[src/noc_flit_pkg.sv]
// flit kind encoding, packed flit type, head and data views of the body field, VC count and tag
package noc_flit_pkg;

	// two virtual channels behind every input link
	localparam int num_vcs = 2;

	// index of a VC, carried in every flit as the tag of the previous hop
	typedef logic [$clog2(num_vcs)-1:0] vc_tag_t;

	// kind sits in the two top bits of every flit
	// a header is a one-flit packet with no payload of its own
	typedef enum logic [1:0]
	{
		kind_tail   = 2'b00,
		kind_head   = 2'b01,
		kind_body   = 2'b10,
		kind_header = 2'b11
	} flit_kind_e;

	// the full 18-bit flit as it travels on a link
	typedef struct packed
	{
		flit_kind_e kind;
		logic [15:0] body;
	} flit_t;

	// head and header view of the body field
	// destination is a plain 3-bit node number here, the topology package gives it meaning
	typedef struct packed
	{
		vc_tag_t prev_vc;
		logic [2:0] dest;
		logic [11:0] payload;
	} head_body_t;

	// body and tail view, the tag stays at the same bit so both views agree on it
	typedef struct packed
	{
		vc_tag_t prev_vc;
		logic [14:0] payload;
	} data_body_t;

endpackage
[src/noc_topology_pkg.sv]
// ring size, node number type, link direction encoding, port count and the link struct
package noc_topology_pkg;

	// eight nodes on the Spidergon ring
	localparam int num_nodes = 8;

	// node number, wide enough for every node on the ring
	typedef logic [$clog2(num_nodes)-1:0] node_id_t;

	// anticlockwise, clockwise and across links per node
	localparam int num_ports = 3;

	// link direction, the port index of a link equals its encoding
	// stop means the flit has reached its destination and leaves on no link
	typedef enum logic [1:0]
	{
		dir_anticlockwise = 2'd0,
		dir_clockwise     = 2'd1,
		dir_across        = 2'd2,
		dir_stop          = 2'd3
	} port_e;

	// one link: a valid strobe travelling with its flit
	typedef struct packed
	{
		logic valid;
		noc_flit_pkg::flit_t flit;
	} link_t;

endpackage

[src/spidergon_route_stage.sv]
// Spidergon route computation for CPU flits, per-packet route hold and registered output links
`timescale 1ns/1ps

module spidergon_route_stage
#(
	parameter noc_topology_pkg::node_id_t node_id = '0
)
(
	input logic clk,
	input logic reset,
	input noc_topology_pkg::link_t cpu_in,
	output noc_topology_pkg::link_t [noc_topology_pkg::num_ports-1:0] link_out
);

	// a quarter of the ring is reached along the ring, the rest goes across first
	localparam int quarter = noc_topology_pkg::num_nodes / 4;

	noc_flit_pkg::head_body_t head_view;
	noc_topology_pkg::port_e head_dir;
	noc_topology_pkg::port_e held_dir;
	noc_topology_pkg::port_e out_dir;
	logic head_like;

	// distance is taken modulo the ring size by the natural wrap of node_id_t
	function automatic noc_topology_pkg::port_e route(input noc_topology_pkg::node_id_t dest);
		noc_topology_pkg::node_id_t distance;
		distance = dest - node_id;
		if (distance == '0)
			return noc_topology_pkg::dir_stop;
		if (int'(distance) <= quarter)
			return noc_topology_pkg::dir_clockwise;
		if (int'(distance) >= noc_topology_pkg::num_nodes - quarter)
			return noc_topology_pkg::dir_anticlockwise;
		return noc_topology_pkg::dir_across;
	endfunction

	assign head_view = noc_flit_pkg::head_body_t'(cpu_in.flit.body);
	assign head_dir = route(noc_topology_pkg::node_id_t'(head_view.dest));
	assign head_like = (cpu_in.flit.kind == noc_flit_pkg::kind_head) ||
		(cpu_in.flit.kind == noc_flit_pkg::kind_header);

	// body and tail carry no destination and reuse what their head chose
	assign out_dir = head_like ? head_dir : held_dir;

	// a head opens the route and a tail closes it
	// a header is a whole packet and leaves the latch alone
	always_ff @(posedge clk)
	begin
		if (reset)
			held_dir <= noc_topology_pkg::dir_stop;
		else if (cpu_in.valid && (cpu_in.flit.kind == noc_flit_pkg::kind_head))
			held_dir <= head_dir;
		else if (cpu_in.valid && (cpu_in.flit.kind == noc_flit_pkg::kind_tail))
			held_dir <= noc_topology_pkg::dir_stop;
	end

	// stop matches no link, so traffic for this node itself goes nowhere
	for (genvar p = 0; p < noc_topology_pkg::num_ports; p++)
	begin : link_gen
		logic selected;

		assign selected = cpu_in.valid && (out_dir == noc_topology_pkg::port_e'(p));

		always_ff @(posedge clk)
		begin
			if (reset)
				link_out[p].valid <= 1'b0;
			else
				link_out[p].valid <= selected;
			// unused links carry an all-zero flit
			link_out[p].flit <= selected ? cpu_in.flit : '0;
		end
	end

endmodule

[config.mk]
export PLATFORM = sky130hd
export DESIGN_NAME = spidergon_route_stage
export DESIGN_NICKNAME = d
export VERILOG_FILES = /design/src/noc_flit_pkg.sv /design/src/noc_topology_pkg.sv /design/src/spidergon_route_stage.sv
export SDC_FILE = /design/constraint.sdc
export NUM_CORES = 1
export LEC_CHECK = 0
export BUFFER_PORTS_ARGS = -buffer_cell sky130_fd_sc_hd__buf_2
export CAP_MARGIN = 25
export CORE_MARGIN = 2
export CORE_UTILIZATION = 29
export DETAILED_ROUTE_END_ITERATION = 16
export GPL_ROUTABILITY_DRIVEN = 0
export GPL_TIMING_DRIVEN = 1
export SYNTH_ARGS = -nofsm -noshare
export SYNTH_HDL_FRONTEND = slang
export SYNTH_SLANG_ARGS = --single-unit
export TNS_END_PERCENT = 5
[constraint.sdc]
create_clock -name clk -period 2.3 [get_ports clk]
set_input_delay 0.575 -clock clk [delete_from_list [all_inputs] [get_ports clk]]
set_output_delay 0.575 -clock clk [all_outputs]
set_load 0.02 [all_outputs]
==> results by group <==
STA
  • Post-route clock period utilization: 0.7247
  • Setup TNS: 0 ns
  • Setup Viol. Count Final: 0
  • Least-Margin Pin Slew: 0.7791 ns
  • Final WS setup: 0.6331 ns
  • RSZ-0062 raised after global routing: no
  • F_max: 0.5999 GHz
  • Clock Skew: 0.005751 ns
  • Final Hold Fails: 0
  • Final min period: 1.667 ns
  • Slew Viols, Final: 0
  • Max transition margin: 0.4806

Detailed routing
  • # DRC: 0
  • Met2 WL: 1.891 mm
  • Vias per inst: 4.412
  • Final ANT Viol Nets: 0
  • Met1 WL: 1.930 mm
  • DR vias: 1,447
  • Met3 wire len: 398 um
  • First-pass iteration count of the detailed router: 4
  • DRT Wirelength: 4.304 mm
  • Drt wl/cell: 13.12 um
  • Uppermost routed layer: met4
  • DR iter-0 viols: 48

Clocking
  • CTS tree: built
  • Clk sinks: 59
  • Clock root buffer: clkbuf_8
  • Total CTS buffers: 9
  • Clock buffer depth: 2
  • Worst-Skew Late Latency: 0.33 ns
  • H-tree levels: 3
  • Cts repair resizes: 0
  • Post CTS Setup Buffer Count: 0
  • Cts hold-fix bufs: 0
  • CTS clock-pin slew for the worst setup and hold paths: 0.06 ns

GRT
  • First-pass GRT wire length: 6.596 mm
  • Pin count of the biggest net entering global routing: 38
  • Gr usage total: 0.1211
  • Grt total ovfl: 0
  • Via count of the first global-routing pass: 1,352
  • Initial antenna violation count: 0

Logic synthesis
  • Cells after synthesis: 167
  • Multiplexer area fraction after synthesis: 0
  • Synth Area in Simple Gates: 0.2827
  • Synth Cell Area: 1952 um2
  • Synthesized area per cell: 11.69 um2
  • Async SR Flop Fraction: 0
  • Synth Area in Adders: 0
  • Ys Warns: 0
  • Xor/xnor cell area share of the yosys netlist: 0.004487
  • Cell variety after synth: 30
  • Syn nets: 188
  • Most used flip-flop cell after synthesis: dfxtp_1
  • Seq cells post-synth: 59
  • Compound-Gate Fraction of Synth Area: 0.05128
  • Number of flops mapped to enable cells by yosys: 0
  • Largest family of logic cells by synthesized area: simple AND/OR/NAND/NOR gates
  • Post-synthesis sequential area ratio: 0.6051

Placed design
  • Post-DP HPWL: 2.947 mm
  • PortBufs: 77
  • Placement Setup Slack: 0.3205 ns
  • Dpl cell area: 2382 um2

Floorplan
  • Io pins: 78
  • Effective utilization at floorplan: 0.3039
  • DIE AREA: 7403 um2
  • Die Ht: 86.04 um
  • Core box area: 6422 um2
  • Die X: 86.04 um
  • FP Rows: 29

Critical path
  • CP cell instances: buf_2 -> nand2b_1 -> o211a_1 -> and3_1
  • WP data arrival: 1.93 ns
  • Crit-path max FO: 34
  • CP Launch Type: primary input
  • Largest stage delay, worst path: 0.69 ns
  • Critical Path RT: 2.57 ns
  • FF-to-FF path depth: 3
  • Crit path kind: in -> reg
  • CP max stage cell: o211a_1
  • Crit. End Element: flip-flop

Power and ir drop
  • Net Switching: 0.5236 mW
  • Net Sw Frac: 0.2456
  • Leakage power: 1.354 nW
  • VDD IR max: 276.4 uV
  • Combinational share of power: 0.110
  • Clock Power Share: 0.390
  • Internal power: 1.608 mW
  • Power Density: 832.3 nW/um2
  • Sequential share of power: 0.499

Layout
  • Final net count: 268
  • Commonest non-fill, non-tap cell in the layout: buf_2
  • Util after Layout: 0.3988
  • Diodes inserted: 0
  • Share of cells above drive strength 1: 0.4781
  • Fin area: 2561 um2
  • Area Overhead vs Synth: 31.22%
  • Most frequent cells in the layout: 77 x buf_2, 59 x dfxtp_1, 35 x and3_1

Run status
  • Outcome: finished, final reports clean

Run
  • Maxcap violations: 0

Worst hold path
  • Hold-critical path depth: 2
  • HP Class: in -> reg
[synthesized netlist by cell type, drive strengths merged (2+ instances only)]
master | n | area (um2)
dfxtp | 59 | 1181
and3 | 35 | 219.0
nor3 | 18 | 175.2
nand2 | 17 | 63.81
buf | 8 | 83.82
clkbuf | 5 | 18.77
nor2 | 5 | 18.77
inv | 2 | 7.500
nand2b | 2 | 12.51
nor2b | 2 | 20.02
[power groups by stage]
stage | clock (mW) | combinational (mW) | sequential [mW]
finish | 0.832 | 0.235 | 1.06
global route | 0.911 | 0.256 | 1.07
CTS | 0.869 | 0.239 | 1.06
detailed placement | 0 | 0.238 | 1.09
global placement | 0 | 0.238 | 1.09
floorplan | 0 | 0.119 | 1.13
[worst paths after layout]
path | start | slack [ns] | to
worst min-delay path | reset | 0.45 | link_out[37]
worst max register to register | held_dir[0] | 0.84 | link_out[47]
worst max-delay path | cpu_in[16] | 0.63 | link_out[47]
worst min register to register | held_dir[0] | 0.52 | held_dir[0]
[metal layers]
metal | vias to the layer above | GRT usage
met1 | 655 | 0.1359
met5 | - | 0
met4 | 0 | 0.06926
li1 | 728 | -
met3 | 9 | 0.06641
met2 | 55 | 0.1811
[flip-flops by register name (all words and copies together), names as in the netlist]
register  count
held_dir      2
link_out     57
[cells by family after synthesis]
| logic type | count (synthesis) |
|---|---|
| AND/OR/NAND/NOR | 83 |
| flip-flops | 59 |
| buffers and inverters | 15 |
| AO/OA/AOI/OAI | 9 |
| XOR/XNOR | 1 |
[area by class of cell]
type                       instances  area (um2)
multi-input combinational         93       661.9
tap                               77       96.34
inverter                           2       7.507
timing repair buffer              82       435.4
fill                             640        3861
clock buffer                      13       168.9
sequential                        59        1181
clock inverter                     2       10.01
[metrics by stage]
step	hold WS (ns)	instances	power, mW
global route	0.4315	328	2.233
global placement	0.4997	313	1.325
detailed placement	0.5111	313	1.325
floorplan	0.4834	167	1.249
finish	0.4457	328	2.132
CTS	0.4223	328	2.172
[critical path, delay by kind of cell]
family                 cells  cell delay, ns
AO/OA/AOI/OAI              1            0.69
buffers and inverters      1            0.19
AND/OR/NAND/NOR            2            0.46
No activity file was read; power rests on OpenSTA's default activity.
